[config.mk]
export PLATFORM = sky130hd
export DESIGN_NAME = dcache_pass
export DESIGN_NICKNAME = d
export VERILOG_FILES = /design/src/source/mem_bus_pkg.sv /design/src/source/dcache_pass.sv
export SDC_FILE = /design/constraint.sdc
export NUM_CORES = 1
export LEC_CHECK = 0
export ABC_AREA = 1
export BUFFER_PORTS_ARGS = -buffer_cell sky130_fd_sc_hd__buf_2
export CAP_MARGIN = 20
export CORE_MARGIN = 5
export CORE_UTILIZATION = 43
export CTS_BUF_LIST = sky130_fd_sc_hd__clkbuf_16
export CTS_CLUSTER_DIAMETER = 100
export CTS_CLUSTER_SIZE = 40
export DETAILED_ROUTE_END_ITERATION = 10
export GPL_ROUTABILITY_DRIVEN = 0
export GPL_TIMING_DRIVEN = 0
export PLACE_DENSITY = 0.8
export SETUP_SLACK_MARGIN = 0.05
export SLEW_MARGIN = 40
export SYNTH_ARGS = -nofsm -noshare
export SYNTH_HDL_FRONTEND = slang
export SYNTH_SLANG_ARGS = --single-unit
[constraint.sdc]
create_clock -name clk -period 3.46 [get_ports clk]
set_input_delay 0.692 -clock clk [delete_from_list [all_inputs] [get_ports clk]]
set_output_delay 0.692 -clock clk [all_outputs]
set_load 0.1 [all_outputs]
[src/source/mem_bus_pkg.sv]
package mem_bus_pkg;

	// AXI encodings used by the single-beat data path
	localparam logic [1:0] AXI_BURST_INCR = 2'b01;
	localparam logic [2:0] AXI_SIZE_WORD  = 3'b010;
	localparam logic [1:0] AXI_RESP_OKAY  = 2'b00;

	// CPU data bus request, sampled while stall is low
	typedef struct packed {
		logic        read;
		logic        write;
		logic [31:0] address;
		logic [31:0] wrdata;
	} dbus_req_t;

	// CPU data bus response
	typedef struct packed {
		logic        stall;
		logic [31:0] rddata;
	} dbus_resp_t;

	// Master-driven AXI signals, IDs travel separately
	typedef struct packed {
		// Read address channel
		logic [31:0] araddr;
		logic        arvalid;
		logic [3:0]  arlen;
		logic [2:0]  arsize;
		logic [1:0]  arburst;
		// Write address channel
		logic [31:0] awaddr;
		logic        awvalid;
		logic [3:0]  awlen;
		logic [2:0]  awsize;
		logic [1:0]  awburst;
		// Write data channel
		logic [31:0] wdata;
		logic [3:0]  wstrb;
		logic        wlast;
		logic        wvalid;
		// Response channel readies
		logic        rready;
		logic        bready;
	} axi_req_t;

	// Slave-driven AXI signals, IDs travel separately
	typedef struct packed {
		logic        arready;
		logic        awready;
		logic        wready;
		// Read data channel
		logic        rvalid;
		logic [31:0] rdata;
		logic        rlast;
		// Write response channel
		logic        bvalid;
		logic [1:0]  bresp;
	} axi_resp_t;

endpackage

[src/source/dcache_pass.sv]
`timescale 1ns/1ps

module dcache_pass #(
	parameter int ID_WIDTH = 4
) (
	input  logic                    clk,
	input  logic                    rst,
	// CPU data bus
	input  mem_bus_pkg::dbus_req_t  dbus_req,
	output mem_bus_pkg::dbus_resp_t dbus_resp,
	// AXI master side
	output mem_bus_pkg::axi_req_t   axi_req,
	output logic [ID_WIDTH - 1:0]   axi_req_arid,
	output logic [ID_WIDTH - 1:0]   axi_req_awid,
	output logic [ID_WIDTH - 1:0]   axi_req_wid,
	input  mem_bus_pkg::axi_resp_t  axi_resp,
	input  logic [ID_WIDTH - 1:0]   axi_resp_rid,
	input  logic [ID_WIDTH - 1:0]   axi_resp_bid
);
	import mem_bus_pkg::*;

	typedef enum logic [2:0] {
		IDLE,
		READ_ADDR,
		READ_DATA,
		WRITE_ADDR,
		WRITE_DATA,
		FINISHED
	} state_t;

	state_t state;
	state_t state_d;

	// Captured CPU request
	logic        pipe_read;
	logic        pipe_write;
	logic [31:0] pipe_addr;
	logic [31:0] pipe_wdata;

	logic [31:0] rddata;
	logic        stall;
	logic        rd_done;
	logic        wr_done;

	// Final handshakes of each access
	assign rd_done = (state == READ_DATA) && axi_resp.rvalid;
	assign wr_done = (state == WRITE_DATA) && axi_resp.wready;

	// High from the cycle after capture until FINISHED
	always_comb begin
		if (state == IDLE) begin
			stall = pipe_read || pipe_write;
		end else begin
			stall = (state != FINISHED);
		end
	end

	always_comb begin
		dbus_resp.stall  = stall;
		dbus_resp.rddata = rddata;
	end

	// Single ID of zero as only one transaction is in flight
	assign axi_req_arid = '0;
	assign axi_req_awid = '0;
	assign axi_req_wid  = '0;

	always_comb begin
		state_d = state;
		case (state)
			IDLE: begin
				// Read wins when both strobes were high
				if (pipe_read) begin
					state_d = READ_ADDR;
				end else if (pipe_write) begin
					state_d = WRITE_ADDR;
				end
			end
			READ_ADDR: begin
				if (axi_resp.arready) begin
					state_d = READ_DATA;
				end
			end
			READ_DATA: begin
				if (axi_resp.rvalid) begin
					state_d = FINISHED;
				end
			end
			WRITE_ADDR: begin
				if (axi_resp.awready) begin
					state_d = WRITE_DATA;
				end
			end
			WRITE_DATA: begin
				if (axi_resp.wready) begin
					state_d = FINISHED;
				end
			end
			FINISHED: begin
				state_d = IDLE;
			end
			default: begin
				state_d = IDLE;
			end
		endcase
	end

	// Single beat of one word with every byte enabled
	always_comb begin
		axi_req         = '0;
		axi_req.araddr  = pipe_addr;
		axi_req.arlen   = '0;
		axi_req.arsize  = AXI_SIZE_WORD;
		axi_req.arburst = AXI_BURST_INCR;
		axi_req.awaddr  = pipe_addr;
		axi_req.awlen   = '0;
		axi_req.awsize  = AXI_SIZE_WORD;
		axi_req.awburst = AXI_BURST_INCR;
		axi_req.wdata   = pipe_wdata;
		axi_req.wstrb   = '1;
		// Write responses are consumed and dropped
		axi_req.bready  = 1'b1;
		case (state)
			READ_ADDR:  axi_req.arvalid = 1'b1;
			READ_DATA:  axi_req.rready  = 1'b1;
			WRITE_ADDR: axi_req.awvalid = 1'b1;
			WRITE_DATA: begin
				axi_req.wvalid = 1'b1;
				axi_req.wlast  = 1'b1;
			end
			default: ;
		endcase
	end

	always_ff @(posedge clk) begin
		if (rst) begin
			state <= IDLE;
		end else begin
			state <= state_d;
		end
	end

	always_ff @(posedge clk) begin
		if (rst) begin
			pipe_read  <= 1'b0;
			pipe_write <= 1'b0;
		end else if (!stall) begin
			pipe_read  <= dbus_req.read;
			pipe_write <= dbus_req.write;
		end
	end

	always_ff @(posedge clk) begin
		if (!stall) begin
			pipe_addr  <= dbus_req.address;
			pipe_wdata <= dbus_req.wrdata;
		end
	end

	// Read word, or the written word echoed back
	always_ff @(posedge clk) begin
		if (rst) begin
			rddata <= '0;
		end else if (rd_done) begin
			rddata <= axi_resp.rdata;
		end else if (wr_done) begin
			rddata <= pipe_wdata;
		end
	end

	// Slave must echo the zero ID on a single-beat read
	a_read_id: assert property (@(posedge clk) disable iff (rst)
		axi_resp.rvalid |-> (axi_resp_rid == '0) && axi_resp.rlast);

	a_write_resp: assert property (@(posedge clk) disable iff (rst)
		axi_resp.bvalid |-> (axi_resp_bid == '0) && (axi_resp.bresp == AXI_RESP_OKAY));

endmodule

==> results of run 1 <==
## flip-flops by register name (all words and copies together) (netlist names)
name	count
pipe_addr	32
pipe_wdata	32
rddata	32
state	3
pipe_read	1
pipe_write	1
## per-layer routing
metal / global-route usage / up-vias / wire length [um]
li1: - / 1885 / -
met1: 0.2030 / 1737 / 4386
met2: 0.3622 / 186 / 6984
met3: 0.07861 / 12 / 1428
met4: 0.06651 / 0 / 158
met5: 0 / - / 0
## metrics by stage
step	area [um^2]	instances	utilization	setup TNS, ns
after floorplan	4664	476	-	0
after CTS	6362	866	0.6163	0
final	6367	868	0.6168	0
after global routing	6367	868	0.6168	0
after global placement	6021	849	0.5832	-0.5933
after detailed placement	6048	850	0.5859	0
## logic make-up after synthesis
family	Yosys count	synth area share
flip-flops	101	0.5864
other	2	0.001654
AO/OA/AOI/OAI	63	0.09920
buffers and inverters	133	0.1797
AND/OR/NAND/NOR	144	0.1331
## cell type report
| cell class | instances | area [um^2] | share of cell area |
|---|---|---|---|
| sequential | 101 | 2663 | 0.4182 |
| buffer | 86 | 639.4 | 0.1004 |
| multi-input combinational | 242 | 1194 | 0.1875 |
| antenna | 2 | 5.005 | 0.0007860 |
| clock buffer | 10 | 250.2 | 0.03930 |
| inverter | 47 | 176.4 | 0.02771 |
| clock inverter | 6 | 63.81 | 0.01002 |
| timing repair buffer | 238 | 1206 | 0.1894 |
| tap | 136 | 170.2 | 0.02672 |
## worst register-to-register path, stage by stage, from the launching register on
cell and delay (ns):
sky130_fd_sc_hd__dfxtp_1 0.30, sky130_fd_sc_hd__buf_2 0.18, sky130_fd_sc_hd__nor2_1 0.16, sky130_fd_sc_hd__nand3b_1 0.16, sky130_fd_sc_hd__nand2_4 0.30, sky130_fd_sc_hd__buf_12 0.29
## worst paths after layout
path         startpoint             to  slack [ns]
min reg2reg   rddata[8]      rddata[8]        0.46
min           rddata[8]      rddata[8]        0.46
max            state[2]  dbus_resp[32]        0.75
max reg2reg    state[2]  pipe_wdata[5]        1.73
## cell usage in the layout (no fill, tap or decap), types with 16 or more instances in the layout
cell and n:
sky130_fd_sc_hd__inv_1 43, sky130_fd_sc_hd__conb_1 35, sky130_fd_sc_hd__o21ai_2 20, sky130_fd_sc_hd__dfxtp_1 37, sky130_fd_sc_hd__edfxtp_1 64, sky130_fd_sc_hd__buf_2 241
sky130_fd_sc_hd__nand2_1 107, sky130_fd_sc_hd__a21oi_2 16, sky130_fd_sc_hd__buf_4 73
==> results.txt, run 1 <==
----------------------------------------------------
[Worst setup path]
  Worst path most repeated cell ... sky130_fd_sc_hd__buf_2
  Worst-path cell with the longest stage delay ... sky130_fd_sc_hd__buf_2
  Kind of capture point of the worst setup path ... output pin
  Count of buffer and inverter cells on the critical path ... 4
  Biggest cell delay along the critical path ... 0.41 ns
  Depth of the worst register-to-register path ... 5
  CP cell instances ... buf_2 > nor2_1 > nand3b_1 > nand2_4 > inv_1 > buf_4 > buf_2
  Cell count along the critical path ... 7
  Critical Path Fanout Max ... 21
  Critical Path Source Type ... flip-flop
  Worst path required time ... 2.77 ns
  Crit-path leading delay family ... buffers and inverters
  Data arrival time at the worst-slack endpoint ... 2.02 ns
  Setup CP Type ... reg2out

[Logic synthesis]
  Most common cell in the synthesized netlist ... sky130_fd_sc_hd__nand2_1
  Largest cells by area after synthesis ... sky130_fd_sc_hd__edfxtp_1 42%, sky130_fd_sc_hd__dfxtp_1 16%, sky130_fd_sc_hd__buf_4 12%
  Share of synthesized area occupied by flip-flops and latches ... 0.5864
  Mean Syn Cell Area ... ~10 um^2
  Proportion of synthesized flip-flops having asynchronous set or reset ... 0
  Number of synthesized flops with an enable pin ... 64
  Cell type with the largest total area after synthesis ... sky130_fd_sc_hd__edfxtp_1
  Top cell type's share of synthesized area ... 0.4233
  Number of register bits inferred by synthesis ... 101
  Number of distinct library cells after synthesis ... 23
  Leading cell types by count after synthesis ... 108 x sky130_fd_sc_hd__nand2_1, 73 x sky130_fd_sc_hd__buf_4, 64 x sky130_fd_sc_hd__edfxtp_1
  Primary FF master, synth ... sky130_fd_sc_hd__edfxtp_1
  Cell count after synthesis ... 443
  Total standard cell area after synthesis ... 4541 um^2
  Number of warnings reported in the yosys synthesis log ... 0

[Global route]
  Remaining global-route overflow ... 0
  Pin count of the biggest net entering global routing ... 48
  Global-route wire length before repair ... approximately 20000 um
  Antenna violations before repair ... 2
  Total global routing track utilization ... 0.1971
  Vias in the first global route ... 3924

[Placed design]
  Post-detailed-placement half-perimeter wirelength ... 10640 um
  Worst slack after detailed placement ... 1.095 ns
  Count of buffers from port buffering ... roughly 240

[Detailed routing]
  First-iteration detailed-routing DRC count ... 182
  Wire length per cell after detailed routing ... 14.93 um
  Number of detailed-routing iterations run before antenna repair ... 6
  Remaining routing DRC violations ... 0
  Vias per cell ... 4.401
  Final antenna-violating net count ... 0
  Routed WL ... 12960 um
  Via count ... 3820

[Floorplanning]
  Chip height ... about 110 um
  Effective utilization at floorplan ... 0.4398
  Die Wd ... 112.8 um
  Total die area ... 12710 um^2
  Top Ports ... 285
  Core ar. ... 10320 um^2
  Number of placement rows ... 37

[STA]
  Number of failing setup endpoints in the final timing report ... 0
  Clock Skews ... 0.01121 ns
  Timing-limited maximum frequency ... 0.3694 GHz
  Total count of hold-check failures in the final report ... 0
  Minimum setup slack in the final design ... ~0.75 ns
  Actual transition at the worst max-transition pin ... 0.7092 ns
  Post-route clock period utilization ... 0.7824
  Worst Hold Margin ... 0.4611 ns
  Final critical path time including I/O delays and setup ... 2.707 ns
  Max_slew headroom ... 0.5272
  Final slew viol count ... 0
  Unrepaired setup endpoints after global routing ... no

[Min path]
  Worst hold path type ... reg2reg
  Hold-critical path depth ... 2

[CTS]
  Clock buffers created by TritonCTS ... 9
  Maximum clock path buffer count ... 2
  Clock transition at the register clock pins on the worst setup and hold paths after CTS ... 0.07 ns
  Insertion delay to the later sink of the worst-skew pair ... roughly 0.34 ns
  Post-CTS setup buffers ... 0
  Clock tree from TritonCTS ... built
  Hold-fix buffer count after cts ... 0
  Num Clock Sinks ... 101
  Post-cts sizing count ... 0
  Root buffer selected by CTS ... sky130_fd_sc_hd__clkbuf_16
  H-tree levels ... 3

[Status]
  Run status ... finished, final reports clean

[Finish]
  Net count reported at finish ... 841
  Layout cell share with drive strength beyond 1 ... 0.5233
  Total of fill cells in the finished design ... ~860
  Area grow syn2layout ... 40.23%

[Job]
  Max-cap viol count ... 0

----------------------------------------------------
Power of run 1 is left out: the tool's default activity adds up to more than one toggle a clock period on the data nets, which glitch-free logic cannot reach.
==> run 2: changes to the inputs <==
- clock period: 3.46 -> 2.8 ns (I/O delays scaled with it)
==> results.txt, run 2 (synthesis gave the netlist of run 1 again) <==
----------------------------------------------------
[Floorplanning]
  Die Wd ... 112.8 um (unchanged)
  Chip height ... 112.8 um (unchanged)
  Effective utilization at floorplan ... 0.4398 (unchanged)
  Core ar. ... 10320 um^2 (unchanged)
  Top Ports ... 285 (unchanged)
  Total die area ... 12710 um^2 (unchanged)
  Number of placement rows ... 37 (unchanged)

[Finish]
  Most frequent standard cell in the layout excluding fill and tap cells ... sky130_fd_sc_hd__buf_2
  Largest registers in the final layout ... pipe_addr (32), pipe_wdata (32), rddata (32)
  Area grow syn2layout ... 39.74%
  Total of fill cells in the finished design ... 884 (+3.3%)
  Final Instance Area ... 6345 um^2 (-0.35%)
  Area of the multi-input gates ... 1194 um^2 (unchanged)
  Leading cell types in the layout, fill and taps excluded ... 241 x sky130_fd_sc_hd__buf_2, 107 x sky130_fd_sc_hd__nand2_1, 73 x sky130_fd_sc_hd__buf_4, 64 x sky130_fd_sc_hd__edfxtp_1, 43 x sky130_fd_sc_hd__inv_1
  Net count reported at finish ... 841 (unchanged)
  Seq. cell area ... 2663 um^2 (unchanged)
  Layout cell share with drive strength beyond 1 ... 0.5205 (-0.002740)

[Placed design]
  Count of buffers from port buffering ... 237 (unchanged)
  Total cell area at the placement stage ... 6048 um^2 (unchanged)
  Post-detailed-placement half-perimeter wirelength ... 10540 um (-0.89%)
  Worst slack after detailed placement ... 0.5917 ns (-0.5035 ns)

[STA]
  Unrepaired setup endpoints after global routing ... no
  Final slew viol count ... 0 (unchanged)
  Setup total negative slack ... 0 ns (unchanged)
  Post-route clock period utilization ... 0.9104
  Clock Skews ... 0.01217 ns (+0.0009599 ns)
  Final critical path time including I/O delays and setup ... about 2.5 ns
  Minimum setup slack in the final design ... 0.2508 ns (-0.5022 ns)
  Timing-limited maximum frequency ... between 0.3 and 0.4 GHz
  Actual transition at the worst max-transition pin ... 0.6982 ns (-0.01097 ns)
  Max_slew headroom ... 0.5345 (+0.007315)
  Total count of hold-check failures in the final report ... 0 (unchanged)
  Number of failing setup endpoints in the final timing report ... 0 (unchanged)

[CTS]
  Maximum clock path buffer count ... 2 (unchanged)
  H-tree levels ... 3 (unchanged)
  Num Clock Sinks ... 101 (unchanged)
  Clock buffers created by TritonCTS ... 9 (unchanged)
  Post-cts sizing count ... 0 (unchanged)
  Insertion delay to the later sink of the worst-skew pair ... 0.34 ns (about the same)
  Post-CTS setup buffers ... 0 (unchanged)
  Clock tree from TritonCTS ... built
  Root buffer selected by CTS ... sky130_fd_sc_hd__clkbuf_16
  Clock transition at the register clock pins on the worst setup and hold paths after CTS ... 0.07 ns (about the same)
  Hold-fix buffer count after cts ... 0 (unchanged)

[Global route]
  Global-route wire length before repair ... 20040 um (+1.9%)
  Pin count of the biggest net entering global routing ... 47 (-2.1%)
  Antenna violations before repair ... 1 (-1)
  Total global routing track utilization ... 0.1995 (+0.002315)
  Vias in the first global route ... 3961 (+0.94%)
  Remaining global-route overflow ... 0 (unchanged)

[Worst setup path]
  Worst reg2reg path endpoint ... pipe_wdata[5]
  Depth of the worst register-to-register path ... 5 (unchanged)
  Data arrival time at the worst-slack endpoint ... 1.99 ns (-0.03 ns)
  Critical Path Source Type ... flip-flop
  Kind of capture point of the worst setup path ... output pin
  Setup CP Type ... reg2out
  Worst path required time ... 2.24 ns (-0.53 ns)
  Crit path launch ... state[2]
  Critical Path Fanout Max ... 22 (+4.8%)
  Startpoint of the most critical register-to-register path ... state[2]
  R2r setup slk ... 1.08 ns (-0.65 ns)

[Detailed routing]
  Vias per cell ... 4.381 (-0.46%)
  Final antenna-violating net count ... 0 (unchanged)
  Remaining routing DRC violations ... 0 (unchanged)
  Wire length per cell after detailed routing ... 14.97 um (+0.26%)
  Number of detailed-routing iterations run before antenna repair ... 4 (-2)
  First-iteration detailed-routing DRC count ... 118 (-35%)
  Via count ... 3798 (-0.58%)
  Routed WL ... 12980 um (+0.15%)

[Status]
  Run status ... finished, final reports clean

[Min path]
  Startpoint of the lowest-slack hold path ... dbus_req[16]
  Hold-critical path depth ... 1 (-1)
  Worst hold path type ... in2reg
  Hold worst-path end ... pipe_wdata[16]

[Job]
  Max-cap viol count ... 0 (unchanged)

----------------------------------------------------
## run 2: per-stage QoR
| stage | hold slack (ns) | utilization | std cells |
|---|---|---|---|
| floorplan | 0.4340 | - | 476 |
| global placement | 0.4518 | 0.5834 | 849 |
| detailed placement | 0.4543 | 0.5859 | 850 |
| CTS | 0.3788 | 0.6144 | 866 |
| global route | 0.3710 | 0.6146 | 867 |
| finish | 0.3885 | 0.6146 | 867 |
## run 2: final cells by class
cell class | count | share of cell area
flip-flops and latches | 101 | 0.4196
repair buffers | 238 | 0.1901
multi-input cells | 242 | 0.1881
plain buffers | 86 | 0.1008
clock buffers | 9 | 0.03550
inverters | 47 | 0.02781
well taps | 136 | 0.02682
clock inverters | 7 | 0.01085
diodes | 1 | 0.0003944
## run 2: worst max path at each step
stage	end	slack, ns	cells past startpoint
final	dbus_resp[32]	0.25	7
after global routing	dbus_resp[32]	0.1	7
after CTS	dbus_resp[32]	0.22	7
after detailed placement	dbus_resp[32]	0.59	7
after global placement	dbus_resp[32]	-0.22	7
after floorplan	dbus_resp[32]	0.31	6
## run 2: routing by layer
layer | share of wire | GRT usage
met4 | 0.016 | 0.06571
met1 | 0.35 | 0.2021
met5 | 0 | 0
met3 | 0.11 | 0.07326
met2 | 0.53 | 0.3756
## run 2: critical path, stage by stage (launching register included)
cell and delay, ns:
sky130_fd_sc_hd__dfxtp_1 0.30, sky130_fd_sc_hd__buf_2 0.22, sky130_fd_sc_hd__nor2_1 0.09, sky130_fd_sc_hd__nand3b_1 0.16, sky130_fd_sc_hd__nand2_4 0.23, sky130_fd_sc_hd__inv_1 0.15, sky130_fd_sc_hd__buf_4 0.11, sky130_fd_sc_hd__buf_2 0.41
Power of run 2 is left out for the same reason.
